File: config.mk
export PLATFORM = sky130hd
export DESIGN_NAME = cache_ctrl_flat
export DESIGN_NICKNAME = d
export VERILOG_FILES = /design/src/hw/cache_pkg.sv /design/src/hw/mem_if.sv /design/src/hw/cache_ctrl.sv /design/src/flat_wrapper.sv
export VERILOG_INCLUDE_DIRS = /design/src /design/src/hw
export SDC_FILE = /design/constraint.sdc
export NUM_CORES = 1
export LEC_CHECK = 0
export BUFFER_PORTS_ARGS = -buffer_cell sky130_fd_sc_hd__buf_2
export CAP_MARGIN = 5
export CORE_AREA = 4 4 111 113
export CTS_BUF_LIST = sky130_fd_sc_hd__clkbuf_4
export DETAILED_ROUTE_END_ITERATION = 8
export DIE_AREA = 0 0 115 117
export PLACE_DENSITY = 0.48
export SLEW_MARGIN = 25
export SYNTH_ARGS = -nofsm -noshare
export SYNTH_HDL_FRONTEND = slang
export SYNTH_SLANG_ARGS = --single-unit
File: constraint.sdc
create_clock -name clk -period 4.8 [get_ports clk]
set_input_delay 0.48 -clock clk [delete_from_list [all_inputs] [get_ports clk]]
set_output_delay 0.48 -clock clk [all_outputs]
set_load 0.05 [all_outputs]
File: src/hw/cache_consts.svh
`ifndef CACHE_CONSTS_SVH
`define CACHE_CONSTS_SVH

// Backing memory size in words
`define MEM_WORDS 256
`define MEM_ADDR_BITS 8

// Line geometry
`define WORDS_PER_LINE 4
`define WORD_BITS 32
`define OFFSET_BITS 2

// Direct-mapped cache geometry
`define CACHE_LINES 8
`define INDEX_BITS 3
`define TAG_BITS 3

// Cycles from fill request to fill response
`define FILL_LATENCY 5
`define COUNT_BITS 16

`endif

File: src/hw/cache_pkg.sv
`include "cache_consts.svh"

package cache_pkg;

  // Data widths
  typedef logic [`WORD_BITS-1:0] word_t;

  // Word 0 sits in the low bits of a line
  typedef logic [`WORDS_PER_LINE*`WORD_BITS-1:0] line_t;

  // ----------------------------------------------------------------------------
  // Address fields, tag | index | offset from high to low
  // ----------------------------------------------------------------------------
  typedef logic [`MEM_ADDR_BITS-1:0] mem_addr_t;
  typedef logic [`OFFSET_BITS-1:0] offset_t;
  typedef logic [`INDEX_BITS-1:0] index_t;
  typedef logic [`TAG_BITS-1:0] tag_t;

  // Controller FSM
  typedef enum logic [1:0] {
    IDLE,
    FILL_WAIT,
    RESPOND
  } ctrl_state_t;

  // Statistics
  typedef logic [`COUNT_BITS-1:0] count_t;

endpackage

File: src/hw/mem_if.sv
// Cache controller to backing memory
interface mem_if;
  import cache_pkg::*;

  // Request side, one-cycle strobe
  logic      req;
  logic      store;
  mem_addr_t address;
  word_t     store_data;

  // Fill response, valid for one cycle
  line_t     fill_data;
  logic      response_valid;

  modport ctrl (
    output req,
    output store,
    output address,
    output store_data,
    input  fill_data,
    input  response_valid
  );

  modport mem (
    input  req,
    input  store,
    input  address,
    input  store_data,
    output fill_data,
    output response_valid
  );

endinterface

File: src/hw/cache_ctrl.sv
module cache_ctrl (
  input  logic                 clk,
  input  logic                 arst_n,

  // CPU side
  input  logic                 cpu_req,
  input  logic                 cpu_we,
  input  cache_pkg::mem_addr_t cpu_addr,
  input  cache_pkg::word_t     cpu_wdata,
  output logic                 cpu_busy,
  output logic                 cpu_ready,
  output cache_pkg::word_t     cpu_rdata,

  // Backing memory
  mem_if.ctrl                  mem,

  // Cache array
  output cache_pkg::mem_addr_t array_address,
  input  logic                 array_hit,
  input  cache_pkg::word_t     array_rdata,
  output logic                 word_we,
  output logic                 line_we,

  // Statistics
  output logic                 hit_pulse,
  output logic                 miss_pulse
);
  import cache_pkg::*;

  ctrl_state_t state_q;
  ctrl_state_t state_d;

  mem_addr_t addr_q;
  word_t     rdata_q;
  logic      accept;

  assign accept = (state_q == IDLE) && cpu_req;

  // Lookups use the live address only while idle
  assign array_address = (state_q == IDLE) ? cpu_addr : addr_q;

  // Stores go straight through to memory
  assign mem.address    = cpu_addr;
  assign mem.store_data = cpu_wdata;

  // ----------------------------------------------------------------------------
  // Next state and strobes
  // ----------------------------------------------------------------------------
  always_comb begin
    state_d    = state_q;
    mem.req    = 1'b0;
    mem.store  = 1'b0;
    word_we    = 1'b0;
    line_we    = 1'b0;
    hit_pulse  = 1'b0;
    miss_pulse = 1'b0;
    case (state_q)
      IDLE: begin
        if (cpu_req) begin
          if (cpu_we) begin
            // No allocate on a store miss
            mem.req   = 1'b1;
            mem.store = 1'b1;
            word_we   = array_hit;
            state_d   = RESPOND;
          end else if (array_hit) begin
            hit_pulse = 1'b1;
            state_d   = RESPOND;
          end else begin
            mem.req    = 1'b1;
            miss_pulse = 1'b1;
            state_d    = FILL_WAIT;
          end
        end
      end
      FILL_WAIT: begin
        if (mem.response_valid) begin
          line_we = 1'b1;
          state_d = RESPOND;
        end
      end
      RESPOND: state_d = IDLE;
      default: state_d = IDLE;
    endcase
  end

  always_ff @(posedge clk or negedge arst_n) begin
    if (!arst_n) begin
      state_q <= IDLE;
    end else begin
      state_q <= state_d;
    end
  end

  // Request and read data registers
  always_ff @(posedge clk) begin
    if (accept) begin
      addr_q <= cpu_addr;
    end
    if ((accept && !cpu_we) || line_we) begin
      rdata_q <= array_rdata;
    end
  end

  assign cpu_busy  = (state_q != IDLE);
  assign cpu_ready = (state_q == RESPOND);
  assign cpu_rdata = rdata_q;

  // ----------------------------------------------------------------------------
  // Checks
  // ----------------------------------------------------------------------------
  a_ready_one_cycle: assert property (
    @(posedge clk) disable iff (!arst_n)
    cpu_ready |=> !cpu_ready
  ) else $error("cache_ctrl: cpu_ready held for more than one cycle");

  a_req_when_idle: assert property (
    @(posedge clk) disable iff (!arst_n)
    mem.req |-> (state_q == IDLE)
  ) else $error("cache_ctrl: memory request outside IDLE");

endmodule

File: src/flat_wrapper.sv
// flat-port wrapper written by rule: the top's interface ports become plain ports
module cache_ctrl_flat import cache_pkg::*;
  (clk, arst_n, cpu_req, cpu_we, cpu_addr, cpu_wdata, cpu_busy, cpu_ready, cpu_rdata, array_address, array_hit, array_rdata, word_we, line_we, hit_pulse, miss_pulse, mem_req, mem_store, mem_address, mem_store_data, mem_fill_data, mem_response_valid);
  mem_if mem_i ();
  input  logic clk;
  input  logic arst_n;
  input  logic cpu_req;
  input  logic cpu_we;
  input  cache_pkg::mem_addr_t cpu_addr;
  input  cache_pkg::word_t cpu_wdata;
  output logic cpu_busy;
  output logic cpu_ready;
  output cache_pkg::word_t cpu_rdata;
  output cache_pkg::mem_addr_t array_address;
  input  logic array_hit;
  input  cache_pkg::word_t array_rdata;
  output logic word_we;
  output logic line_we;
  output logic hit_pulse;
  output logic miss_pulse;
  output wire logic [$bits(mem_i.req)-1:0] mem_req;
  output wire logic [$bits(mem_i.store)-1:0] mem_store;
  output wire logic [$bits(mem_i.address)-1:0] mem_address;
  output wire logic [$bits(mem_i.store_data)-1:0] mem_store_data;
  input wire logic [$bits(mem_i.fill_data)-1:0] mem_fill_data;
  input wire logic [$bits(mem_i.response_valid)-1:0] mem_response_valid;
  assign mem_req = mem_i.req;
  assign mem_store = mem_i.store;
  assign mem_address = mem_i.address;
  assign mem_store_data = mem_i.store_data;
  assign mem_i.fill_data = mem_fill_data;
  assign mem_i.response_valid = mem_response_valid;
  cache_ctrl u_core (.clk(clk), .arst_n(arst_n), .cpu_req(cpu_req), .cpu_we(cpu_we), .cpu_addr(cpu_addr), .cpu_wdata(cpu_wdata), .cpu_busy(cpu_busy), .cpu_ready(cpu_ready), .cpu_rdata(cpu_rdata), .mem(mem_i), .array_address(array_address), .array_hit(array_hit), .array_rdata(array_rdata), .word_we(word_we), .line_we(line_we), .hit_pulse(hit_pulse), .miss_pulse(miss_pulse));
endmodule
# After elaboration in Yosys (flattened, before gate mapping)
# Cells that the tools add are included.
dict set report word_totals {
  ff_bits 42
  in_bits 206
  out_inout_bits 88
  wordCells 39
}
dict set report op_classes {
  n_eq_ne 4
  mux 25
  n_reduce_logical 7
}
# cell n
set op_table {}
lappend op_table {{$mux W1} 19}
lappend op_table {{$mux W2} 4}
lappend op_table {{$mux W8} 1}
lappend op_table {{$ne A2 B2 Y1 const B} 2}
lappend op_table {{$pmux W2 S2} 1}
lappend op_table {{$eq A2 B1 Y1 const B} 1}
lappend op_table {{$eq A2 B2 Y1 const B} 1}
lappend op_table {{$logic_and A1 B1 Y1} 2}
lappend op_table {{$logic_not A2 Y1} 1}
lappend op_table {{$reduce_and A2 Y1} 1}
lappend op_table {{$reduce_bool A2 Y1} 1}
lappend op_table {{$logic_not A1 Y1} 1}
lappend op_table {{$logic_or A1 B1 Y1} 1}

# Depth between registers and ports, before layout
dict set report depth {
  ltp_word 4
  depth_mapped 4
  ltp_nobuf 3
}

# Worst setup path before layout
# Ideal clock, no wire load.
dict set report synth_timing {
  path_kind {register to register}
  from {register u_core.state_q[0]}
  to {register u_core.rdata_q[0], in the netlist u_core.cpu_rdata[0] (enable)}
  arrival_ns 2.356
  setup_slack_ns 2.012
  stages_incl_launch_ff 4
  cell_sequence {dfrtp_1 > and2b_1 > nand2_1 > a21oi_1}
}
dict set report synth_via {
  elab_chain_len 4
  elab_cells_between_ends 6
  cone_classes {eq/ne (1); mux (1); reduce/logical (4)}
}
# element line_no
set synth_lines {}
lappend synth_lines {{start: declaration} cache_ctrl.sv:30} ;# ctrl_state_t state_q;
lappend synth_lines {{start signal: assignment} cache_ctrl.sv:91} ;# state_q <= state_d;
lappend synth_lines {{$logic_not A2 Y1} cache_ctrl.sv:37} ;# assign accept = (state_q == IDLE) && cpu_req;
lappend synth_lines {{$logic_and A1 B1 Y1} cache_ctrl.sv:37}
lappend synth_lines {{$logic_and A1 B1 Y1} cache_ctrl.sv:100} ;# if ((accept && !cpu_we) || line_we) begin
lappend synth_lines {{$logic_or A1 B1 Y1 *} cache_ctrl.sv:100}
lappend synth_lines {{end signal: assignment} cache_ctrl.sv:101} ;# rdata_q <= array_rdata;
lappend synth_lines {{end: declaration} cache_ctrl.sv:34} ;# word_t rdata_q;
# Every way passes the cells marked *; elsewhere a longest branch is shown, timed or not.
# A chain may end at the register's enable or synchronous reset.

# Final worst setup path
dict set report layout_timing {
  from {register u_core.state_q[1]}
  to {output port array_address[5]}
}
dict set report layout_via {
  elab_chain_len 2
}
# element line_no
set layout_lines {}
lappend layout_lines {{$logic_not A2 Y1} cache_ctrl.sv:40} ;# assign array_address = (state_q == IDLE) ? cpu_addr : addr_q;
lappend layout_lines {{$mux W8} cache_ctrl.sv:40}
lappend layout_lines {{end: declaration} flat_wrapper.sv:14} ;# output cache_pkg::mem_addr_t array_address;
# No other way between the ends.

==> results by group <==
Outcome
  – Status: complete, no violations

Yosys
  – Post-synth EDFFs: 40
  – Post-synth cell types: 17
  – Synthesis-stage register bit count: 42
  – Mapped Cells: 114
  – Top_reg_cell synth: edfxtp_1
  – Syn Area/Cell: 15.7 um^2
  – Post-Syn Nets: 320
  – Synthesized cell area: 1790 um^2
  – Leading area contributor after synthesis: edfxtp_1
  – Top area cells in the synthesized netlist: edfxtp_1 (67%), buf_4 (17%), mux2_2 (5.0%), dfrtp_1 (2.8%), a21oi_1 (1.1%)
  – Synthesis Warnings: 0
  – Sequential-to-total area share from yosys stat: 0.700
  – Synth top area share: 0.672
  – Async SR Flop Fraction: 0.0476

STA
  – Hold Vio Cnt, Final: 0
  – TNS Setup: 0 ps
  – Slew Viols, Final: 0
  – Normalized max-slew margin: 0.702
  – # setup viols final: 0
  – Crit share post-route: 0.458
  – Fin crit period: roughly 2200 ps
  – Clk_skew: 8.84 ps
  – FMAX: between 0.4 and 0.5 GHz
  – Worst slew pin tran: 446 ps
  – RSZ-0062 raised after global routing: no

CTS
  – Clock tree from TritonCTS: built
  – CTS resizes: 0
  – Cts hold-fix bufs: 1
  – Clock-pin slew on the worst setup and hold paths: between 100 and 150 ps
  – H-tree levels: 2
  – Num CTS Buffers: 5
  – Clock Latency Late Sink: 350 ps
  – Max clock buf depth: 2
  – Clock sinks: 42
  – CTS Root Cell: clkbuf_4
  – Setup Fix Bufs, Post-CTS: 0

Route
  – Vias/cell: 3.27
  – Drt total wl: 5380 um
  – Drt first pass iters: 4
  – DR iter-0 viols: 58
  – Wire per inst: approximately 16 um
  – Drc violations: 0
  – Vias post-DR: about 1100
  – Final ANT Viol Nets: 0

GRT
  – Initial antenna violation count: 0
  – Gr usage total: 0.0745
  – First-pass GRT wire length: 6920 um
  – Remaining Overflow, GRT: 0
  – Pin count of the biggest net entering global routing: 33
  – Vias in the first global route: 1066

Worst setup path
  – Worst Reg-to-Reg Cells: 4
  – Required time of the critical path: 4320 ps
  – Crit path max fanout: 10
  – CP startpoint kind: flop
  – Worst R2R Start: u_core.state_q[0]$_DFFE_PN0P_
  – Critical Path Sink Type: output pin
  – WP buf/inv: 1
  – Critical-path top delay cell: dfrtp_1
  – Reg2reg end: u_core.cpu_rdata[17]$_DFFE_PP_
  – Largest stage delay on the critical path: 530 ps
  – Critical path cell sequence: nor2_8 > mux2_2 > buf_2
  – Crit Path Category: reg2out
  – Cell family with most CP delay: flip-flops
  – FF-to-FF setup slack: 2980 ps
  – Worst Path Arrival: 1720 ps

Job
  – Max-Cap Viols: 0

Floorplan
  – Number of placed I/O pins: between 200 and 300
  – Die H: between 100 and 150 um
  – Die footprint: about 13000 um^2
  – Die Wd: 115 um
  – Site Rows: 39
  – Core Footprint: approximately 11000 um^2
  – Initial Utilization: 0.158

Worst hold path
  – Tightest Hold Check Type: in2reg
  – Hold path startpoint: array_rdata[11]
  – Hold Path Depth: 1
  – Hold EP: u_core.cpu_rdata[11]$_DFFE_PP_

Place
  – PortBufs: 101
  – Routability cong.: between 0.6 and 0.7
  – Cell Area, Placed: 2180 um^2
  – HPWL after DPL: 4410 um

Final layout
  – Share of cells above drive strength 1: 0.663
  – Final instance area: 2300 um^2
  – Layout Nets: 389
  – Diodes inserted: 0
  – Area grow syn2layout: 28.6%

Pwr
  – VDD IR max: 128 uV
  – Total Power: roughly 0.92 mW
  – Cell area power density: ~400 nW/um^2
  – Leakage power: 0.970 nW
[cells by family after synthesis]
group	Yosys count	synth area share
compound gates	5	0.0140
buf+inv	44	0.177
flops	42	0.700
mux	8	0.0504
simple gates	15	0.0581
[stage by stage]
step | util | instances | setup WS [ps] | hold slack, ps
6_report | 0.203 | 327 | 2600 | 296
5_1_grt | 0.203 | 327 | 2480 | 251
4_1_cts | 0.200 | 326 | 2540 | 263
3_5_place_dp | 0.192 | 317 | 2640 | 271
3_3_place_gp | 0.192 | 317 | 2670 | 268
2_1_floorplan | - | 114 | 2010 | 184
[flip-flops by register name (all words and copies together), names as in the netlist]
register,cells
u_core.addr_q,8
u_core.cpu_rdata,32
u_core.state_q,2
[area by class of cell]
type	instances	area, um^2
Timing Repair Buffer	103	543
Sequential cell	42	1250
Inverter	3	11.3
Clock inverter	2	37.5
Multi-Input combinational cell	28	230
Tap cell	143	179
Fill cell	1222	9020
Clock buffer	6	45.0
[metal layers]
layer,part of all wire,global-route usage,up-vias
li1,-,-,493
met1,0.31,0.0677,471
met2,0.37,0.0945,92
met3,0.31,0.102,14
met4,0.013,0.0250,0
met5,0,0,-
[cells in the final DEF, fill, tap and decap left out]
cell / n
dfrtp_1: 2
nor3b_2: 1
mux2_2: 8
inv_1: 3
buf_2: 101
buf_16: 1
nand2_1: 3
clkbuf_4: 6
nand2_4: 1
edfxtp_1: 40
bufinv_16: 1
and2b_1: 2
clkinvlp_4: 1
nor3b_1: 1
a21oi_4: 1
o21ai_0: 1
nor2b_1: 1
nor2_1: 4
nor2_8: 1
nor3_1: 1
a21oi_1: 3
dlygate4sd3_1: 1
[cell usage after synthesis, types with 2 or more instances]
| library cell | instances |
|---|---|
| and2b_1 | 2 |
| nor2_1 | 4 |
| a21oi_1 | 4 |
| inv_1 | 3 |
| edfxtp_1 | 40 |
| buf_4 | 40 |
| dfrtp_1 | 2 |
| mux2_2 | 8 |
| nand2_1 | 3 |
[worst max path at each step]
stage	from	to	slack, ps	depth (start not counted)
6_report	u_core.state_q[1]$_DFFE_PN0P_	array_address[5]	2600	3
5_1_grt	u_core.state_q[1]$_DFFE_PN0P_	array_address[3]	2480	3
4_1_cts	u_core.state_q[1]$_DFFE_PN0P_	array_address[0]	2540	3
3_5_place_dp	cpu_req	u_core.cpu_rdata[12]$_DFFE_PP_	2640	4
3_3_place_gp	cpu_req	u_core.cpu_rdata[10]$_DFFE_PP_	2670	4
2_1_floorplan	u_core.state_q[0]$_DFFE_PN0P_	u_core.cpu_rdata[0]$_DFFE_PP_	2010	3
[worst register-to-register path: cells and delay by family, from the launching register on]
family / cells / cell delay (ps)
AOI/OAI and AO/OA: 1 / 410
and+or+nand+nor: 2 / 380
DFF: 1 / 500
buffers and inverters: 1 / 230
[where the power goes]
group          internal, mW  switching, mW
Clock                 0.116          0.121
Combinational        0.0600          0.180
Sequential            0.433         0.0104
(Power assumes the default switching activity.)
