`config.mk`:
```
export PLATFORM = sky130hd
export DESIGN_NAME = access_counter
export DESIGN_NICKNAME = d
export VERILOG_FILES = /design/src/hw/cache_pkg.sv /design/src/hw/access_counter.sv
export VERILOG_INCLUDE_DIRS = /design/src /design/src/hw
export SDC_FILE = /design/constraint.sdc
export NUM_CORES = 1
export LEC_CHECK = 0
export BUFFER_PORTS_ARGS = -buffer_cell sky130_fd_sc_hd__buf_4
export CORE_MARGIN = 4
export CORE_UTILIZATION = 50
export CTS_CLUSTER_SIZE = 12
export DETAILED_ROUTE_END_ITERATION = 8
export HOLD_SLACK_MARGIN = 0.03
export PLACE_DENSITY_LB_ADDON = 0.08
export SLEW_MARGIN = 15
export SYNTH_ARGS = -nofsm -noshare
export SYNTH_HDL_FRONTEND = slang
export SYNTH_SLANG_ARGS = --single-unit
```
`constraint.sdc`:
```
create_clock -name clk -period 2.7 [get_ports clk]
set_input_delay 0 -clock clk [delete_from_list [all_inputs] [get_ports clk]]
set_output_delay 0 -clock clk [all_outputs]
set_load 0.01 [all_outputs]
```
`src/hw/cache_consts.svh`:
```
`ifndef CACHE_CONSTS_SVH
`define CACHE_CONSTS_SVH

// Backing memory size in words
`define MEM_WORDS 256
`define MEM_ADDR_BITS 8

// Line geometry
`define WORDS_PER_LINE 4
`define WORD_BITS 32
`define OFFSET_BITS 2

// Direct-mapped cache geometry
`define CACHE_LINES 8
`define INDEX_BITS 3
`define TAG_BITS 3

// Cycles from fill request to fill response
`define FILL_LATENCY 5
`define COUNT_BITS 16

`endif

```
`src/hw/cache_pkg.sv`:
```
`include "cache_consts.svh"

package cache_pkg;

  // Data widths
  typedef logic [`WORD_BITS-1:0] word_t;

  // Word 0 sits in the low bits of a line
  typedef logic [`WORDS_PER_LINE*`WORD_BITS-1:0] line_t;

  // ----------------------------------------------------------------------------
  // Address fields, tag | index | offset from high to low
  // ----------------------------------------------------------------------------
  typedef logic [`MEM_ADDR_BITS-1:0] mem_addr_t;
  typedef logic [`OFFSET_BITS-1:0] offset_t;
  typedef logic [`INDEX_BITS-1:0] index_t;
  typedef logic [`TAG_BITS-1:0] tag_t;

  // Controller FSM
  typedef enum logic [1:0] {
    IDLE,
    FILL_WAIT,
    RESPOND
  } ctrl_state_t;

  // Statistics
  typedef logic [`COUNT_BITS-1:0] count_t;

endpackage

```
`src/hw/access_counter.sv`:
```
module access_counter (
  input  logic              clk,
  input  logic              arst_n,
  input  logic              hit_pulse,
  input  logic              miss_pulse,
  output cache_pkg::count_t hit_count,
  output cache_pkg::count_t miss_count
);
  import cache_pkg::*;

  // Stops at all ones instead of wrapping
  function automatic count_t sat_inc(input count_t value);
    if (value == '1) begin
      return value;
    end
    return value + 1'b1;
  endfunction

  always_ff @(posedge clk or negedge arst_n) begin
    if (!arst_n) begin
      hit_count <= '0;
    end else if (hit_pulse) begin
      hit_count <= sat_inc(hit_count);
    end
  end

  always_ff @(posedge clk or negedge arst_n) begin
    if (!arst_n) begin
      miss_count <= '0;
    end else if (miss_pulse) begin
      miss_count <= sat_inc(miss_count);
    end
  end

  // A lookup is either a hit or a miss
  a_exclusive_pulses: assert property (
    @(posedge clk) disable iff (!arst_n)
    !(hit_pulse && miss_pulse)
  ) else $error("access_counter: hit and miss pulse together");

endmodule

```
# Word level (Yosys, flattened, before mapping)
# Cells that the tools add are included.
# word_totals
reg_bits,32
latchBits,0
ram_bits,0
rom_bits,0
inputBits,4
output_inout_bits,32
word_cells,16
n_memories,0
# classes
add_sub_neg,2
multipliers,0
n_div,0
order_cmp,0
eq_ne,4
shifts,0
muxes,6
bitwise,0
n_reduce_logical,2
# ops
cell,n
16-bit by 1-bit adder with 16-bit output (second input constant),2
16-bit equality test (second input constant),2
16-bit two-way mux,2
1-bit two-way mux,4
2-bit inequality test (second input constant),2
2-bit AND reduction,2

# Logic depth before layout (Yosys ltp)
# Gate-level depths: netlist of run 1.
# depth
ltp_word,5
depth_mapped,6
ltp_nobuf,5

# Least setup slack after synthesis of run 1
# OpenSTA, ideal clock, no wires.
# synth_path
path_type,register to register
startpoint,reg miss_count[0]
endpoint,reg miss_count[1]
setup_time_ps,125
arrival_ps,1814
required_time_ps,2575
setup_slack_ps,761
path_stages_with_launch,7
n_path_buf,1
period_less_slack_ps,1939
path_cell_list,dfrtp_1 -> ha_1 -> nand4_2 -> or4_1 -> buf_6 -> nand2_4 -> mux2_4
# synth_via
elab_chain_cells,5
word_cells_on_any_way,7
cone_classes,add/sub: 1; eq/ne: 2; mux: 3; reduce/logical: 1
# synth_rtl
item,line_no,rtl
"start, declared",access_counter.sv:7,output cache_pkg::count_t miss_count
"start signal, assigned",access_counter.sv:31,miss_count <= sat_inc(miss_count);
branches (longest 5 deep; another with 16-bit by 1-bit adder with 16-bit output),--,
# Parallel ways; which one is timed is not known. The select of a mux whose other input is x is not followed.
# A chain may end at the register's enable or synchronous reset.

# Worst setup path in the final report of run 1
# Same ends and word-level chain as after synthesis.

==> results.sh, run 1 <==
export IMPL_insertedDiodeCount=0
export IMPL_rrSetupSlack_ns=0.65
export IMPL_place_area_um2=1868
export IMPL_fin_skew_ns=0.003933
export IMPL_die_x_um=63.89
export IMPL_path_clk_slew_ns=0.09
export IMPL_grt_pass1_vias=1288
export IMPL_status="complete, no violations"
export IMPL_cts_tree="done"
export IMPL_period_share_pct=76.04
export IMPL_ir_worst_vdd_mv=0.4364
export IMPL_ys_types=28
export IMPL_antenna_found_initial=0
export IMPL_p_leak_nw=0.9091
export IMPL_cp_end_kind="register"
export IMPL_clockBufferDepth=2
export IMPL_synth_seq_area_share_pct=51.28
export IMPL_post_cts_buffers=0
export IMPL_power_frac_clock_pct=20.7
export IMPL_pre_cts_ws_ns=0.6588
export IMPL_tightest_slew_ns=0.5865
export IMPL_firstDrtPassIters=4
export IMPL_hp_class="input pin to asynchronous set/reset pin"
export IMPL_crit_reg2reg_launch="miss_count[0]"
export IMPL_drtAntennaViolNets=0
export IMPL_crit_fanout=7
export IMPL_seqPwrFrac_pct=49.5
export IMPL_switching_share_pct=34.23
export IMPL_cts_sinks=32
export IMPL_synthTopCellsByArea="dfrtp_1 51%, xnor2_1 9.5%, nand4_1 5.2%"
export IMPL_syn_area_per_cell_um2=11.07
export IMPL_multi_input_area_um2=749.5
export IMPL_timing_slew_headroom_pct=60.54
export IMPL_timing_final_ws_setup_ns=0.6470
export IMPL_synth_top_area_cell="dfrtp_1"
export IMPL_drt_vias_per_instance=5.581
export IMPL_die_h_um=63.89
export IMPL_min_period_ns=2.053
export IMPL_dieArea_um2=4081
export IMPL_cts_repair_resized=0
export IMPL_final_nets=191
export IMPL_cp_endpoint="miss_count[1]"
export IMPL_syn_cell_area_um2=1561
export IMPL_portBuffers=35
export IMPL_finalSetupViolCount=0
export IMPL_synth_nets=147
export IMPL_wire_per_inst_um=13.74
export IMPL_tns_ns=0
export IMPL_fill_cells=245
export IMPL_gp_congestion=0.8366
export IMPL_rows=20
export IMPL_critPathLaunchType="register"
export IMPL_grt_overflow=0
export IMPL_synthArstFlopShare_pct=100.0
export IMPL_synth_most_common_cell="dfrtp_1"
export IMPL_netlist_instances=141
export IMPL_synth_edf_count=0
export IMPL_track_usage_pct=17.36
export IMPL_io_pins=36
export IMPL_cts_root_buf="clkbuf_4"
export IMPL_yosysTopAreaCellShare_pct=51.28
export IMPL_grt_max_degree=33
export IMPL_rr_worst_depth=5
export IMPL_cap_violations=0
export IMPL_initial_core_util_pct=51.57
export IMPL_grt_pass1_wl_mm=5.589
export IMPL_numCtsBuffers=5
export IMPL_vias=1278
export IMPL_p_switching_uw=506.4
export IMPL_drc=0
export IMPL_drv_slew=0
export IMPL_final_hold_violation_count=0
export IMPL_hpwlAfterDp_mm=2.313
export IMPL_p_comb_share_pct=29.8
export IMPL_fmax_mhz=487.1
export IMPL_core_area_um2=3028
export IMPL_register_area_um2=800.8
export IMPL_crit_start="miss_count[0]"
export IMPL_ys_warn_count=0
export IMPL_drive_gt1_share_pct=28.11
export IMPL_crit_arrival_ns=2.28
export IMPL_reg2reg_to="miss_count[1]"
export IMPL_synth_seq_cells=32
export IMPL_cp_required_ns=2.93
export IMPL_routed_wl_mm=3.146
export IMPL_area_growth_pct=25.72
export IMPL_h_tree_depth=2
export IMPL_grt_setup_unrepaired="false"
export IMPL_design_area_um2=1963
export IMPL_powerDensity_nw_per_um2=753.6
export IMPL_ys_top_cells_by_count="32 x dfrtp_1, 17 x xnor2_1, 13 x nand2_1, 13 x nand4_1, 11 x nand3_1"
export IMPL_insertion_delay_ns=0.33
export IMPL_internal_power_uw=973.0
export IMPL_synth_ff_type="dfrtp_1"
export IMPL_drtIter0Drc=63
export IMPL_critical_path_class="register to register"
==> final cells by class <==
class	count	area share [%]
Clock buffer	7	3.314
Multi-Input combinational cell	108	38.18
Sequential cell	32	40.79
Tap cell	44	2.804
Timing Repair Buffer	38	14.91
==> metal layers <==
layer	global-route usage, %	up-vias	wire, um
met5	0	-	0
met2	29.16	31	1575
met4	9.434	0	64
li1	-	616	-
met1	19.89	622	1330
met3	4.745	9	176
==> worst min path at each step <==
| stage | startpoint | end | slack [ns] | cells after the start |
|---|---|---|---|---|
| after detailed placement | arst_n | miss_count[7] | -0.04 | 1 |
| after floorplan | arst_n | hit_count[0] | -0.30 | 0 |
| after global placement | arst_n | miss_count[7] | -0.04 | 1 |
| final | arst_n | miss_count[6] | 0.13 | 2 |
| after CTS | arst_n | hit_count[15] | 0.13 | 2 |
| after global routing | arst_n | miss_count[6] | 0.15 | 2 |
==> critical path: stages (launching register included) <==
cell,delay (ns)
dfrtp_1,0.42
ha_1,0.23
nand4_2,0.17
or4_1,0.69
nand2_4,0.14
mux2_4,0.30
==> cells in the final DEF, fill, tap and decap left out, drive strengths merged, types with 5 or more instances in the layout <==
master / n
buf: 35
dfrtp: 32
xnor2: 17
nand4: 15
nand2: 14
nand3: 11
xor2: 7
clkbuf: 7
nor2: 6
and3: 6
nor3: 5
==> cell families after synthesis <==
kind of cell,Yosys count,synth area share [%]
AO/OA/AOI/OAI,10,4.247
XOR/XNOR,24,13.46
adder cells (fa/ha/maj),2,1.602
buffers and inverters,1,0.7211
flip-flops,32,51.28
multiplexers,4,3.045
AND/OR/NAND/NOR,68,25.64
==> through the flow <==
step           std cells  hold slack (ns)  utilization (%)  total power, mW
2_1_floorplan        141          -0.2956                -           0.9470
3_3_place_gp         219         -0.04410            61.69            1.165
3_5_place_dp         219         -0.04007            61.69            1.181
4_1_cts              229           0.1349            64.83            1.496
5_1_grt              229           0.1533            64.83            1.584
6_report             229           0.1274            64.83            1.479
==> flip-flops by register name, summed over array words and instances, names as in the netlist <==
signal and flops:
miss_count 16, hit_count 16
==> timing repair <==
| action | 4_1_cts | 5_1_grt |
|---|---|---|
| endpoints found under the setup margin | 0 | 0 |
| endpoints found under the hold margin | 39 | 0 |
| hold buffers | 3 | 0 |
==> power by group through the flow <==
stage	clock network, mW	logic (mW)	registers [mW]
2_1_floorplan	0	0.187	0.760
3_3_place_gp	0	0.436	0.729
3_5_place_dp	0	0.445	0.736
4_1_cts	0.316	0.450	0.730
5_1_grt	0.338	0.491	0.755
6_report	0.307	0.441	0.732
Note: power is estimated with default switching activity, not from simulation.
==> inputs of run 2 (changes only) <==
--- a/config.mk
+++ b/config.mk
@@ -8,7 +8,7 @@
 export LEC_CHECK = 0
 export BUFFER_PORTS_ARGS = -buffer_cell sky130_fd_sc_hd__buf_4
 export CORE_MARGIN = 4
-export CORE_UTILIZATION = 50
+export CORE_UTILIZATION = 47
 export CTS_CLUSTER_SIZE = 12
 export DETAILED_ROUTE_END_ITERATION = 8
 export HOLD_SLACK_MARGIN = 0.03
==> constraint.sdc (replaced) <==
create_clock -name clk -period 1.88 [get_ports clk]
set_input_delay 0 -clock clk [delete_from_list [all_inputs] [get_ports clk]]
set_output_delay 0 -clock clk [all_outputs]
set_load 0.01 [all_outputs]
==> results.sh, run 2 (synthesis gave the netlist of run 1 again) <==
export IMPL_track_usage_pct=18.13
export IMPL_firstDrtPassIters=4
export IMPL_rows=20
export IMPL_internal_power_mw=1.604
export IMPL_dieArea_um2=4309
export IMPL_register_area_um2=802.0
export IMPL_critPathLaunchType="register"
export IMPL_critPathMaxStageDelay_ns=0.56
export IMPL_power_frac_clock_pct=24.8
export IMPL_crit_chain="ha_4 -> nand4_4 -> or4_1 -> nand2_4 -> mux2_4"
export IMPL_cp_end_kind="register"
export IMPL_fill_cells=256
export IMPL_grt_setup_unrepaired="false"
export IMPL_core_area_um2=3128
export IMPL_worst_hold_slack_ns=0.1543
export IMPL_crit_arrival_ns=2.00
export IMPL_tightest_slew_ns=0.4738
export IMPL_crit_fanout=5
export IMPL_insertion_delay_ns=0.32
export IMPL_drv_slew=0
export IMPL_vias=1316
export IMPL_timing_slew_headroom_pct=68.12
export IMPL_cp_required_ns=2.10
export IMPL_h_tree_depth=2
export IMPL_drtIter0Drc=51
export IMPL_switching_share_pct=32.17
export IMPL_routed_wl_mm=3.370
export IMPL_wire_per_inst_um=13.81
export IMPL_cts_root_buf="clkbuf_4"
export IMPL_cap_violations=0
export IMPL_period_share_pct=95.03
export IMPL_clockBufferDepth=2
export IMPL_critical_path_class="register to register"
export IMPL_cts_sinks=32
export IMPL_seqPwrFrac_pct=44.3
export IMPL_final_common_cell="buf_4"
export IMPL_drt_vias_per_instance=5.393
export IMPL_p_switching_uw=760.5
export IMPL_gp_congestion=0.8090
export IMPL_fmax_mhz=559.8
export IMPL_powerDensity_nw_per_um2=1115
export IMPL_die_x_um=65.64
export IMPL_die_h_um=65.64
export IMPL_min_period_ns=1.787
export IMPL_insertedDiodeCount=0
export IMPL_grt_overflow=0
export IMPL_numCtsBuffers=5
export IMPL_finalSetupViolCount=0
export IMPL_multi_input_area_um2=770.7
export IMPL_fin_skew_ns=0.01467
export IMPL_area_growth_pct=35.82
export IMPL_grt_pass1_wl_mm=6.051
export IMPL_final_cell_mix="49 x buf_4, 31 x dfrtp_1, 17 x xnor2_1, 13 x nand2_1, 13 x nand4_1"
export IMPL_drc=0
export IMPL_hp_class="input pin to asynchronous set/reset pin"
export IMPL_portBuffers=35
export IMPL_cts_tree="done"
export IMPL_p_comb_share_pct=31.0
export IMPL_antenna_found_initial=0
export IMPL_power_total_mw=2.364
export IMPL_cp_slowest_cell="or4_1"
export IMPL_grt_pass1_vias=1376
export IMPL_initial_core_util_pct=49.92
export IMPL_drive_gt1_share_pct=34.50
export IMPL_hpwlAfterDp_mm=2.506
export IMPL_final_hold_violation_count=0
export IMPL_tns_ns=0
export IMPL_io_pins=36
export IMPL_grt_max_degree=33
export IMPL_path_clk_slew_ns=0.10
export IMPL_status="complete, no violations"
export IMPL_final_nets=205
export IMPL_largestRegisters="hit_count (16), miss_count (16)"
export IMPL_ir_worst_vdd_mv=0.9507
export IMPL_drtAntennaViolNets=0
export IMPL_p_leak_nw=0.9866
[run 2: cell types whose count changed in the layout (fill, tap and decap cells not counted), sizes merged]
cell    change
buf        +14
bufinv      +1
[run 2: repair_timing]
action / in CTS / in global routing
hold endpoints to repair: 39 / 0
hold buffers: 3 / 0
buffers inserted: 0 / 0
endpoints found under the setup margin: 0 / 1
gates resized for setup: 0 / 1
[run 2: worst max-delay path: cells and delay by family, from the launching register on]
kind,cells,cell delay [ns]
DFF,1,0.41
muxes,1,0.30
and+or+nand+nor,3,0.80
adders and majority gates,1,0.18
[run 2: final cells by class]
class / instances / share of cell area, %
flip-flops and latches: 32 / 37.82
multi-input cells: 108 / 36.34
repair buffers: 52 / 18.76
clock buffers: 7 / 3.068
well taps: 44 / 2.596
clock inverters: 1 / 1.416
[run 2: power by group through the flow]
stage | sequential [mW] | clock [mW] | combinational, mW
5_1_grt | 1.08 | 0.636 | 0.809
3_5_place_dp | 1.06 | 0 | 0.735
4_1_cts | 1.05 | 0.607 | 0.746
6_report | 1.05 | 0.585 | 0.732
3_3_place_gp | 1.05 | 0 | 0.722
2_1_floorplan | 1.11 | 0 | 0.291
[run 2: worst paths after layout]
check	from	end	slack (ns)	cells past startpoint
hold / removal	arst_n	miss_count[7]	0.15	2
min in group clk	hit_pulse	hit_count[2]	0.44	3
hold reg to reg	hit_count[15]	hit_count[15]	0.52	1
setup reg to reg	miss_count[1]	miss_count[1]	0.09	5
max in group asynchronous	arst_n	hit_count[0]	1.40	2
setup / recovery	miss_count[1]	miss_count[1]	0.09	5
[run 2: through the flow]
step	area [um2]	setup WS, ns	util, %	cells
2_1_floorplan	1583	0.02128	-	141
3_3_place_gp	1994	0.1207	63.76	233
3_5_place_dp	1994	0.09613	63.76	233
4_1_cts	2120	0.08054	67.76	244
5_1_grt	2121	0.002258	67.80	244
6_report	2121	0.09349	67.80	244
[run 2: routing by layer]
metal	global-route usage, %	vias up	wire length, um
met5	0	-	0
met4	7.254	0	27
met3	4.274	4	137
met2	33.17	28	1780
met1	19.87	641	1425
li1	-	643	-
