--- src/hw/cache_consts.svh ---
`ifndef CACHE_CONSTS_SVH
`define CACHE_CONSTS_SVH

// Backing memory size in words
`define MEM_WORDS 256
`define MEM_ADDR_BITS 8

// Line geometry
`define WORDS_PER_LINE 4
`define WORD_BITS 32
`define OFFSET_BITS 2

// Direct-mapped cache geometry
`define CACHE_LINES 8
`define INDEX_BITS 3
`define TAG_BITS 3

// Cycles from fill request to fill response
`define FILL_LATENCY 5
`define COUNT_BITS 16

`endif

--- src/hw/cache_pkg.sv ---
`include "cache_consts.svh"

package cache_pkg;

  // Data widths
  typedef logic [`WORD_BITS-1:0] word_t;

  // Word 0 sits in the low bits of a line
  typedef logic [`WORDS_PER_LINE*`WORD_BITS-1:0] line_t;

  // ----------------------------------------------------------------------------
  // Address fields, tag | index | offset from high to low
  // ----------------------------------------------------------------------------
  typedef logic [`MEM_ADDR_BITS-1:0] mem_addr_t;
  typedef logic [`OFFSET_BITS-1:0] offset_t;
  typedef logic [`INDEX_BITS-1:0] index_t;
  typedef logic [`TAG_BITS-1:0] tag_t;

  // Controller FSM
  typedef enum logic [1:0] {
    IDLE,
    FILL_WAIT,
    RESPOND
  } ctrl_state_t;

  // Statistics
  typedef logic [`COUNT_BITS-1:0] count_t;

endpackage

--- src/hw/cache_array.sv ---
`include "cache_consts.svh"

module cache_array (
  input  logic                 clk,
  input  logic                 arst_n,
  input  cache_pkg::mem_addr_t address,
  output logic                 hit,
  output cache_pkg::word_t     rdata,
  input  logic                 word_we,
  input  cache_pkg::word_t     wdata,
  input  logic                 line_we,
  input  cache_pkg::line_t     line_data
);
  import cache_pkg::*;

  // Address split
  tag_t    addr_tag;
  index_t  addr_index;
  offset_t addr_offset;

  // Storage, only the valid bits are reset
  line_t                  data_mem [`CACHE_LINES];
  tag_t                   tag_mem  [`CACHE_LINES];
  logic [`CACHE_LINES-1:0] valid;

  line_t read_line;

  assign {addr_tag, addr_index, addr_offset} = address;

  // ----------------------------------------------------------------------------
  // Lookup
  // ----------------------------------------------------------------------------
  assign hit = valid[addr_index] && (tag_mem[addr_index] == addr_tag);

  // Incoming fill is forwarded while it is being installed
  assign read_line = line_we ? line_data : data_mem[addr_index];
  assign rdata     = read_line[addr_offset*`WORD_BITS +: `WORD_BITS];

  // ----------------------------------------------------------------------------
  // Update
  // ----------------------------------------------------------------------------
  always_ff @(posedge clk) begin
    if (line_we) begin
      data_mem[addr_index] <= line_data;
      tag_mem[addr_index]  <= addr_tag;
    end else if (word_we) begin
      data_mem[addr_index][addr_offset*`WORD_BITS +: `WORD_BITS] <= wdata;
    end
  end

  always_ff @(posedge clk or negedge arst_n) begin
    if (!arst_n) begin
      valid <= '0;
    end else if (line_we) begin
      valid[addr_index] <= 1'b1;
    end
  end

  // Controller never writes a word while a fill is installed
  a_single_write: assert property (
    @(posedge clk) disable iff (!arst_n)
    !(word_we && line_we)
  ) else $error("cache_array: word and line write in the same cycle");

endmodule

--- config.mk ---
export PLATFORM = sky130hd
export DESIGN_NAME = cache_array
export DESIGN_NICKNAME = d
export VERILOG_FILES = /design/src/hw/cache_pkg.sv /design/src/hw/cache_array.sv
export VERILOG_INCLUDE_DIRS = /design/src /design/src/hw
export SDC_FILE = /design/constraint.sdc
export NUM_CORES = 1
export LEC_CHECK = 0
export BUFFER_PORTS_ARGS = -buffer_cell sky130_fd_sc_hd__buf_4
export CAP_MARGIN = 20
export CORE_ASPECT_RATIO = 1.2
export CORE_MARGIN = 2
export CORE_UTILIZATION = 35
export CTS_CLUSTER_SIZE = 24
export DETAILED_ROUTE_END_ITERATION = 12
export PLACE_DENSITY = 0.59
export SLEW_MARGIN = 10
export SYNTH_ARGS = -nofsm -noshare
export SYNTH_HDL_FRONTEND = slang
export SYNTH_SLANG_ARGS = --single-unit
export TNS_END_PERCENT = 30
--- constraint.sdc ---
create_clock -name clk -period 3.65 [get_ports clk]
set_clock_uncertainty 0.15 [all_clocks]
set_input_delay 0.73 -clock clk [delete_from_list [all_inputs] [get_ports clk]]
set_output_delay 0.73 -clock clk [all_outputs]
set_load 0.02 [all_outputs]
* After elaboration in Yosys (flattened, before gate mapping) *
Memory sizes are Yosys's and may differ from the RTL's.
Cells that the tools add are included.

word-level totals
  output and inout bits = 33
  memories kept = 2
  logic and storage cells = 279
  RAM bits = 1048
  bits in registers = 8
  input bits = 172

operators by class
  add/subtract/negate cells = 1
  shift operators = 3
  muxes and demuxes = 138
  magnitude comparators = 2
  bitwise gates (word level) = 129
  reduce and logical (&&, ||, !) cells = 2
  eq/ne operators = 1

memory list
  name      words  width  read ports  clocked after memory_dff  write ports  line               RTL
  data_mem  8      128    1           0                         1            cache_array.sv:22  line_t data_mem [`CACHE_LINES];
  tag_mem   8      3      1           0                         1            cache_array.sv:23  tag_t tag_mem [`CACHE_LINES];

operators with widths
  operator                                                                              count
  128-bit two-way mux                                                                   2
  1-bit two-way mux                                                                     134
  1-bit OR                                                                              128
  32-bit by 34-bit variable shift with 128-bit output (first input constant)            1
  128-bit by 8-bit indexed part select with 32-bit output                               1
  32-bit by 34-bit indexed part select with 128-bit output                              1
  7-bit negation with 34-bit output                                                     1
  8-bit OR                                                                              1
  3-bit by 4-bit < comparator with 1-bit output (second input constant)                 1
  1-bit binary-select mux with 3-bit select                                             1
  1-bit demux with 3-bit select                                                         1
  3-bit equality test                                                                   1
  3-bit by 1-bit greater-or-equal comparator with 1-bit output (second input constant)  1
  1-bit logical AND                                                                     2

* Logic depth before layout (Yosys ltp) *
Gate-level depths: netlist of the first run.

  depth in word-level cells = 5
  mapped depth = 11
  gate-level depth less buffers = 6

* Worst setup path before layout of the first run *
No wires, ideal clock.

  path kind = input to register
  start = in address[3]
  end = mem data_mem[0][0] (netlist name), enable pin
  arrival time = 3.136 ns
  stages = 7
  required time = 3.079 ns
  library setup time = 0.421 ns
  path slack = -0.057 ns
  cells stage by stage = buf_4 buf_6 nor2_1 buf_2 buf_1 nand2_1 nor2_1

RTL lines
  item         line               RTL
  from (decl)  cache_array.sv:6   input cache_pkg::mem_addr_t address,
  to (decl)    cache_array.sv:22

Straight into the memory's write port.

* Worst setup path in the final report of the first run *
  start = in address[4]
  end = out rdata[15]

between the ends
  word-level cells in the longest chain between the ends = 3

RTL lines
  item                                                     line               RTL
  memory 8 x 128 bit                                       --
  128-bit two-way mux                                      cache_array.sv:36  assign read_line = line_we ? line_data : data_mem[addr_index];
  128-bit by 8-bit indexed part select with 32-bit output  cache_array.sv:37  assign rdata = read_line[addr_offset*`WORD_BITS +: `WORD_BITS];
  to (decl)                                                cache_array.sv:8   output cache_pkg::word_t rdata,

No other way between the ends.

==> results of run 1 <==
-- power breakdown --
part / leakage (nW) / internal (mW) / switching, mW / total, mW
Clock: 1.74 / 6.63 / 4.77 / 11.4
Sequential: 9.47 / 13.9 / 0.108 / 14.0
Combinational: 7.39 / 1.23 / 1.99 / 3.22
-- logic make-up (layout without fill, tap and decap cells) --
family                     after synthesis  in the layout  synth area share
AOI/OAI and AO/OA                      781            781             0.134
adders and majority gates                5              5           0.00144
muxes                                  289            289            0.0833
and+or+nand+nor                        256            257            0.0257
DFF                                   1056           1056             0.730
buffers and inverters                  214            808            0.0253
other                                    0              1                 0
xor gates and xnor gates                 3              3          0.000605
-- metrics by stage --
step           power (mW)   util  setup WS (ps)  TNS (ps)
3_3_place_gp         17.1  0.405           -645     -6100
5_1_grt              29.2  0.449           -128     -1630
6_report             28.6  0.449           -108     -1090
3_5_place_dp         17.1  0.405           -644     -6400
4_1_cts              28.5  0.444          -90.3      -690
2_1_floorplan        15.5      -          -56.9    -47040
-- cell usage after synthesis (3+ instances only) --
| library cell | n | area [um^2] |
|---|---|---|
| sky130_fd_sc_hd__o311ai_0 | 5 | 43.8 |
| sky130_fd_sc_hd__edfxtp_1 | 1048 | 31500 |
| sky130_fd_sc_hd__a211o_1 | 3 | 26.3 |
| sky130_fd_sc_hd__a311oi_1 | 5 | 43.8 |
| sky130_fd_sc_hd__o22a_1 | 6 | 52.6 |
| sky130_fd_sc_hd__or2_2 | 9 | 56.3 |
| sky130_fd_sc_hd__o221ai_1 | 37 | 324 |
| sky130_fd_sc_hd__o21ai_0 | 119 | 596 |
| sky130_fd_sc_hd__buf_6 | 13 | 146 |
| sky130_fd_sc_hd__a31oi_1 | 14 | 87.6 |
| sky130_fd_sc_hd__a221o_1 | 30 | 300 |
| sky130_fd_sc_hd__mux2i_1 | 137 | 1370 |
| sky130_fd_sc_hd__a221oi_1 | 139 | 1220 |
| sky130_fd_sc_hd__a222oi_1 | 3 | 30.0 |
| sky130_fd_sc_hd__o2bb2ai_1 | 10 | 87.6 |
| sky130_fd_sc_hd__mux2_2 | 102 | 1150 |
| sky130_fd_sc_hd__nor2_1 | 115 | 432 |
| sky130_fd_sc_hd__nor2b_1 | 10 | 62.6 |
| sky130_fd_sc_hd__o22ai_1 | 20 | 125 |
| sky130_fd_sc_hd__a22oi_1 | 57 | 428 |
| sky130_fd_sc_hd__a21oi_1 | 111 | 556 |
| sky130_fd_sc_hd__nor3_1 | 6 | 30.0 |
| sky130_fd_sc_hd__ha_1 | 5 | 62.6 |
| sky130_fd_sc_hd__a32oi_1 | 6 | 52.6 |
| sky130_fd_sc_hd__buf_4 | 34 | 255 |
| sky130_fd_sc_hd__nand2b_1 | 13 | 81.3 |
| sky130_fd_sc_hd__inv_1 | 8 | 30.0 |
| sky130_fd_sc_hd__o211ai_1 | 26 | 195 |
| sky130_fd_sc_hd__o221a_2 | 4 | 45.0 |
| sky130_fd_sc_hd__nand3_1 | 10 | 50.1 |
| sky130_fd_sc_hd__a2111oi_0 | 3 | 26.3 |
| sky130_fd_sc_hd__nand2_1 | 82 | 308 |
| sky130_fd_sc_hd__o21a_1 | 14 | 105 |
| sky130_fd_sc_hd__clkbuf_1 | 91 | 342 |
| sky130_fd_sc_hd__buf_1 | 11 | 41.3 |
| sky130_fd_sc_hd__dfrtp_1 | 8 | 200 |
| sky130_fd_sc_hd__mux4_2 | 47 | 1060 |
| sky130_fd_sc_hd__o31a_1 | 3 | 26.3 |
| sky130_fd_sc_hd__buf_2 | 56 | 280 |
| sky130_fd_sc_hd__a211oi_1 | 13 | 97.6 |
| sky130_fd_sc_hd__a22o_1 | 139 | 1220 |
-- repair_timing --
item,CTS,global route
pin swaps,35,48
hold buffers,1,0
hold endpoints to repair,8,0
setup buffers,25,22
gates cloned,8,3
setup endpoints to repair,33,33
resized for setup,154,93
-- metal layers --
metal / up-vias / wire length, um / track usage / share of wire
met3: 421 / 20800 / 0.0682 / 0.12
li1: 11800 / - / - / -
met2: 2198 / 79100 / 0.416 / 0.46
met1: 15500 / 63500 / 0.343 / 0.37
met5: - / 72 / 0 / 0.00042
met4: 12 / 9110 / 0.133 / 0.053
-- registers in the layout (all words and copies together) (netlist names) --
register	count
valid	8
data_mem	1024
tag_mem	24
-- layout make-up --
cell class                      instances  area, um^2  share of cell area
Antenna cell                            1        2.50           0.0000453
Multi-Input combinational cell       1335       11700               0.212
Timing Repair Buffer                  606        6210               0.112
Sequential cell                      1056       31700               0.573
Inverter                                9        40.0            0.000724
Clock buffer                          126        2700              0.0487
Clock inverter                         67         910              0.0165
Tap cell                             1644        2060              0.0372
-- final timing paths --
kind | from | to | slack, ps
max | address[4] | rdata[15] | -110
max in group asynchronous | arst_n | valid[0]$_DFFE_PN0P_ | 2990
max reg2reg | valid[3]$_DFFE_PN0P_ | valid[3]$_DFFE_PN0P_ | 2700
min | address[5] | tag_mem[3][0]$_DFFE_PP_ | 120
min in group asynchronous | arst_n | valid[4]$_DFFE_PN0P_ | 220
min reg2reg | valid[1]$_DFFE_PN0P_ | valid[1]$_DFFE_PN0P_ | 320
==> flow_summary_export.csv, run 1 <==
group,metric,value,unit
outcome,status,"finished, violations left",
outcome,failing_checks,"setup timing",
finish,commonest_non_fill_non_tap_cells_in_the_layout,"sky130_fd_sc_hd__edfxtp_1 (1048), sky130_fd_sc_hd__buf_4 (457), sky130_fd_sc_hd__a22o_1 (139)",
place,hpwl,114000,um
worst_setup_path,cp_common_cell,"sky130_fd_sc_hd__buf_12",
worst_setup_path,critical_path_depth,11,
power_and_ir_drop,cell_pwr_density,517,nW/um^2
timing,rsz0062_at_grt,"true",
power_and_ir_drop,leakage,18.6,nW
synthesis,postSynthCellCount,2604,
timing,final_max_slew_viol_count,0,
detailed_routing,routed_via_density,6.19,
global_routing,grt_pass1_vias,28700,
timing,max_clock_freq,0.266,GHz
hold_path,min-delay-path-class,"primary input to register",
worst_setup_path,timing.critical_path.fanout_max,8,
synthesis,yosysWarningCount,0,
worst_setup_path,startpoint_type,"primary input",
global_routing,grt_first_pass_wirelength,235000,um
clocking,cts_max_level,3,
timing,slew_of_the_pin_with_the_lowest_slew_margin,1050,ps
floorplan,die-width,325,um
finish,layout-drive-gt1-share,0.342,
worst_setup_path,type_of_destination_of_the_critical_path,"output pin",
floorplan,coreArea,123000,um^2
synthesis,synth_nets,2781,
global_routing,pin_count_of_the_biggest_net_entering_global_routing,46,
power_and_ir_drop,vdd_ir_drop_max,0.389,mV
timing,worst_hold_slack,116,ps
worst_setup_path,crit_required,2770,ps
synthesis,synth_edf_count,1048,
global_routing,grt_antenna_before_repair,7,
worst_setup_path,worst-path-buf-inv,6,
place,port_buffers,204,
synthesis,sequential_cell_area_fraction_in_the_yosys_report,0.730,
worst_setup_path,timing_worst_setup_path_type,"primary input to output pin",
timing,setup-violations-final,22,
worst_setup_path,critPathTopFamily,"buffers and inverters",
finish,flow.area_growth_from_synthesis,27.4,%
floorplan,die_footprint,127000,um^2
place,detailed_place.area,49900,um^2
hold_path,min_delay_path_depth,1,
timing,relSlewSlack,0.297,
finish,stdcell_count,4844,
detailed_routing,overall_via_count_from_detail_route,30000,
detailed_routing,route.final.wire_length,173000,um
finish,mostFrequentLayoutCell,"sky130_fd_sc_hd__edfxtp_1",
worst_setup_path,slowest_stage,"sky130_fd_sc_hd__a211oi_4",
global_routing,gr-total-overflow,0,
timing,setup_slack,-108,ps
floorplan,io_pins,205,
finish,layout.nets,3288,
worst_setup_path,worst-r2r-cell-count,1,
synthesis,syn_avg_cell_area,16.7,um^2
clocking,tritoncts,"done",
run,cap_viol_max_count,0,
synthesis,ys_ff_latch,1056,
worst_setup_path,critPathArrivalTime,2880,ps
floorplan,floorplan.initialDensity,0.353,
detailed_routing,drc,0,
clocking,clk_transition_reported_paths,60,ps
clocking,clock_sinks,1056,
clocking,ctsLongestPathBuffers,3,
detailed_routing,ant_nets,0,
synthesis,synth.distinct_cells,67,
floorplan,row_count,141,
global_routing,globalRouteTotalUtil,0.266,
detailed_routing,drt-wirelength-per-cell,35.6,um
clocking,cts_buffers,103,
place,routabilityCongestion,0.880,
clocking,insertion_delay,710,ps
synthesis,synth_async_sr_flop_share,0.00758,
floorplan,vertical_die_dimension,390,um
detailed_routing,drt_pre_antenna_iters,7,
detailed_routing,drtIter0Drc,4323,
finish,num-fill-cells,10800,
synthesis,ys_dominant_reg_cell,"sky130_fd_sc_hd__edfxtp_1",
worst_setup_path,worst_path_largest_cell_delay,390,ps
clocking,cts.root.buffer_cell,"sky130_fd_sc_hd__clkbuf_16",
finish,fin_area,55300,um^2
place,placed_instances,4594,
synthesis,mappedNetlistArea,43400,um^2
worst_setup_path,cell_chain_of_the_critical_path,"buf_16 > buf_12 > buf_12 > buf_8 > mux2_2 > a221oi_2 > o221ai_2 > a211oi_4 > buf_4 > a31oi_4 > buf_6",
timing,timing_hold_violations_final,0,
timing,period_minus_slack,3760,ps
timing,timing.final.crit_share,1.03,
Power figures use the tool's default switching activity.
==> run 2: changes to the inputs <==
clock period = 4.1 ns   (was 3.65 ns; I/O delays follow)
==> run 2 against run 1 <==
Against the previous run: non-clock buffer count decreased by 113; critical path depth decreased by 1; cell area decreased by 4.6%; first-iteration DRC count increased by 6.7%; largest cell class unchanged; die area unchanged; cell count decreased by 2.3%; the flow now finishes without violations; clock power decreased by 15%; sequential power decreased by 11%; sequential share of layout area increased by 2.7 points; hold slack improved by 100 ps; wire length decreased by 2.1%.
==> flow_summary_export.csv, run 2 (synthesized netlist as in run 1, its figures left out) <==
group,metric,value,unit
outcome,status,"completed",
finish,register_containing_the_most_flip_flops_in_the_final_layout,"data_mem",
finish,flow.area_growth_from_synthesis,21.6,%
timing,setup-violations-final,0,
clocking,clock_sinks,1056,
clocking,tritoncts,"done",
clocking,ctsLongestPathBuffers,3,
global_routing,pin_count_of_the_biggest_net_entering_global_routing,56,
place,port_buffers,204,
timing,timing_hold_violations_final,0,
detailed_routing,route.final.wire_length,169000,um
floorplan,floorplan.initialDensity,0.353,
power_and_ir_drop,leakage,17.5,nW
worst_setup_path,crit_required,3130,ps
clocking,cts_buffers,104,
finish,reg_top3,"data_mem (1024), tag_mem (24), valid (8)",
detailed_routing,drc,0,
power_and_ir_drop,cell_pwr_density,469,nW/um^2
floorplan,row_count,141,
power_and_ir_drop,vdd_ir_drop_max,0.346,mV
floorplan,die_footprint,127000,um^2
clocking,insertion_delay,700,ps
worst_setup_path,timing.critical_path.fanout_max,27,
worst_setup_path,critPathArrivalTime,3130,ps
floorplan,coreArea,123000,um^2
timing,max_clock_freq,0.244,GHz
floorplan,io_pins,205,
hold_path,min-delay-path-class,"primary input to register",
timing,worst_hold_slack,219,ps
clocking,cts_max_level,3,
timing,final_max_slew_viol_count,0,
global_routing,grt_antenna_before_repair,7,
floorplan,vertical_die_dimension,390,um
detailed_routing,drtIter0Drc,4613,
detailed_routing,overall_via_count_from_detail_route,29300,
timing,slew_of_the_pin_with_the_lowest_slew_margin,1160,ps
finish,mostFrequentLayoutCell,"sky130_fd_sc_hd__edfxtp_1",
run,cap_viol_max_count,0,
clocking,cts.root.buffer_cell,"sky130_fd_sc_hd__clkbuf_16",
finish,stdcell_count,4731,
detailed_routing,routed_via_density,6.19,
place,hpwl,112000,um
detailed_routing,drt-wirelength-per-cell,35.7,um
power_and_ir_drop,finalPower,24.7,mW
finish,commonest_non_fill_non_tap_cells_in_the_layout,"sky130_fd_sc_hd__edfxtp_1 (1048), sky130_fd_sc_hd__buf_4 (428), sky130_fd_sc_hd__a22o_1 (139)",
global_routing,grt_first_pass_wirelength,230000,um
finish,largest_reg_flops,1024,
timing,period_minus_slack,4100,ps
worst_setup_path,timing_worst_setup_path_type,"primary input to output pin",
global_routing,globalRouteTotalUtil,0.261,
worst_setup_path,type_of_destination_of_the_critical_path,"output pin",
place,routabilityCongestion,0.890,
timing,timing.final.crit_share,0.999,
finish,layout-drive-gt1-share,0.285,
clocking,clk_transition_reported_paths,60,ps
floorplan,die-width,325,um
timing,fin_setup_tns,0,ps
global_routing,gr-total-overflow,0,
worst_setup_path,startpoint_type,"primary input",
detailed_routing,ant_nets,0,
place,placed_instances,4533,
finish,layout.nets,3175,
global_routing,grt_pass1_vias,27900,
detailed_routing,drt_pre_antenna_iters,5,
timing,relSlewSlack,0.226,
## run 2: path summary, 6_finish.rpt
check | from | to | slack (ps) | cells after the start
setup / recovery | address[4] | rdata[21] | 4 | 10
hold / removal | address[5] | tag_mem[2][0]$_DFFE_PP_ | 220 | 1
setup reg to reg | valid[5]$_DFFE_PN0P_ | valid[5]$_DFFE_PN0P_ | 3160 | 1
hold reg to reg | valid[2]$_DFFE_PN0P_ | valid[2]$_DFFE_PN0P_ | 320 | 1
max in group asynchronous | arst_n | valid[5]$_DFFE_PN0P_ | 3350 | 2
min in group asynchronous | arst_n | valid[0]$_DFFE_PN0P_ | 320 | 2
## run 2: critical path, stage by stage
cell and delay, ps:
sky130_fd_sc_hd__buf_16 150, sky130_fd_sc_hd__buf_4 200, sky130_fd_sc_hd__buf_12 160, sky130_fd_sc_hd__nor2_1 520
sky130_fd_sc_hd__buf_4 300, sky130_fd_sc_hd__a221oi_1 110, sky130_fd_sc_hd__a22o_1 320, sky130_fd_sc_hd__a32oi_1 170
sky130_fd_sc_hd__buf_4 160, sky130_fd_sc_hd__buf_4 140
## run 2: metal layers
layer  GRT usage  vias to the layer above  routed length, um
met2       0.407                     2242              76900
met5           0                        -                 55
met3      0.0633                      408              20000
met4       0.120                        8               8510
met1       0.345                    15000              63500
li1            -                    11600                  -
## run 2: timing repair
item	in CTS	in global routing
gates resized for setup	9	5
setup endpoints to repair	3	4
pin swaps	1	3
buffers inserted	2	0
hold buffers	1	0
hold endpoints to repair	8	0
## run 2: cell type report
cell class | instances | area, um^2
Inverter | 9 | 40.0
Multi-Input combinational cell | 1334 | 11000
Antenna cell | 3 | 7.51
Tap cell | 1644 | 2060
Clock inverter | 60 | 627
Fill cell | 11100 | 70400
Sequential cell | 1056 | 31700
Clock buffer | 132 | 2800
Timing Repair Buffer | 493 | 4520
## run 2: power by group
group	leakage [nW]	switching, mW	internal [mW]
Clock	1.67	4.19	5.53
Sequential	9.47	0.0907	12.3
Combinational	6.34	1.67	0.904
## run 2: per-stage QoR
step           utilization  instance area, um^2  setup slack [ps]
2_1_floorplan            -                43400               303
3_3_place_gp         0.400                49200              -477
3_5_place_dp         0.400                49200              -463
4_1_cts              0.428                52700              33.9
5_1_grt              0.428                52800             -1.46
6_report             0.428                52800              3.52
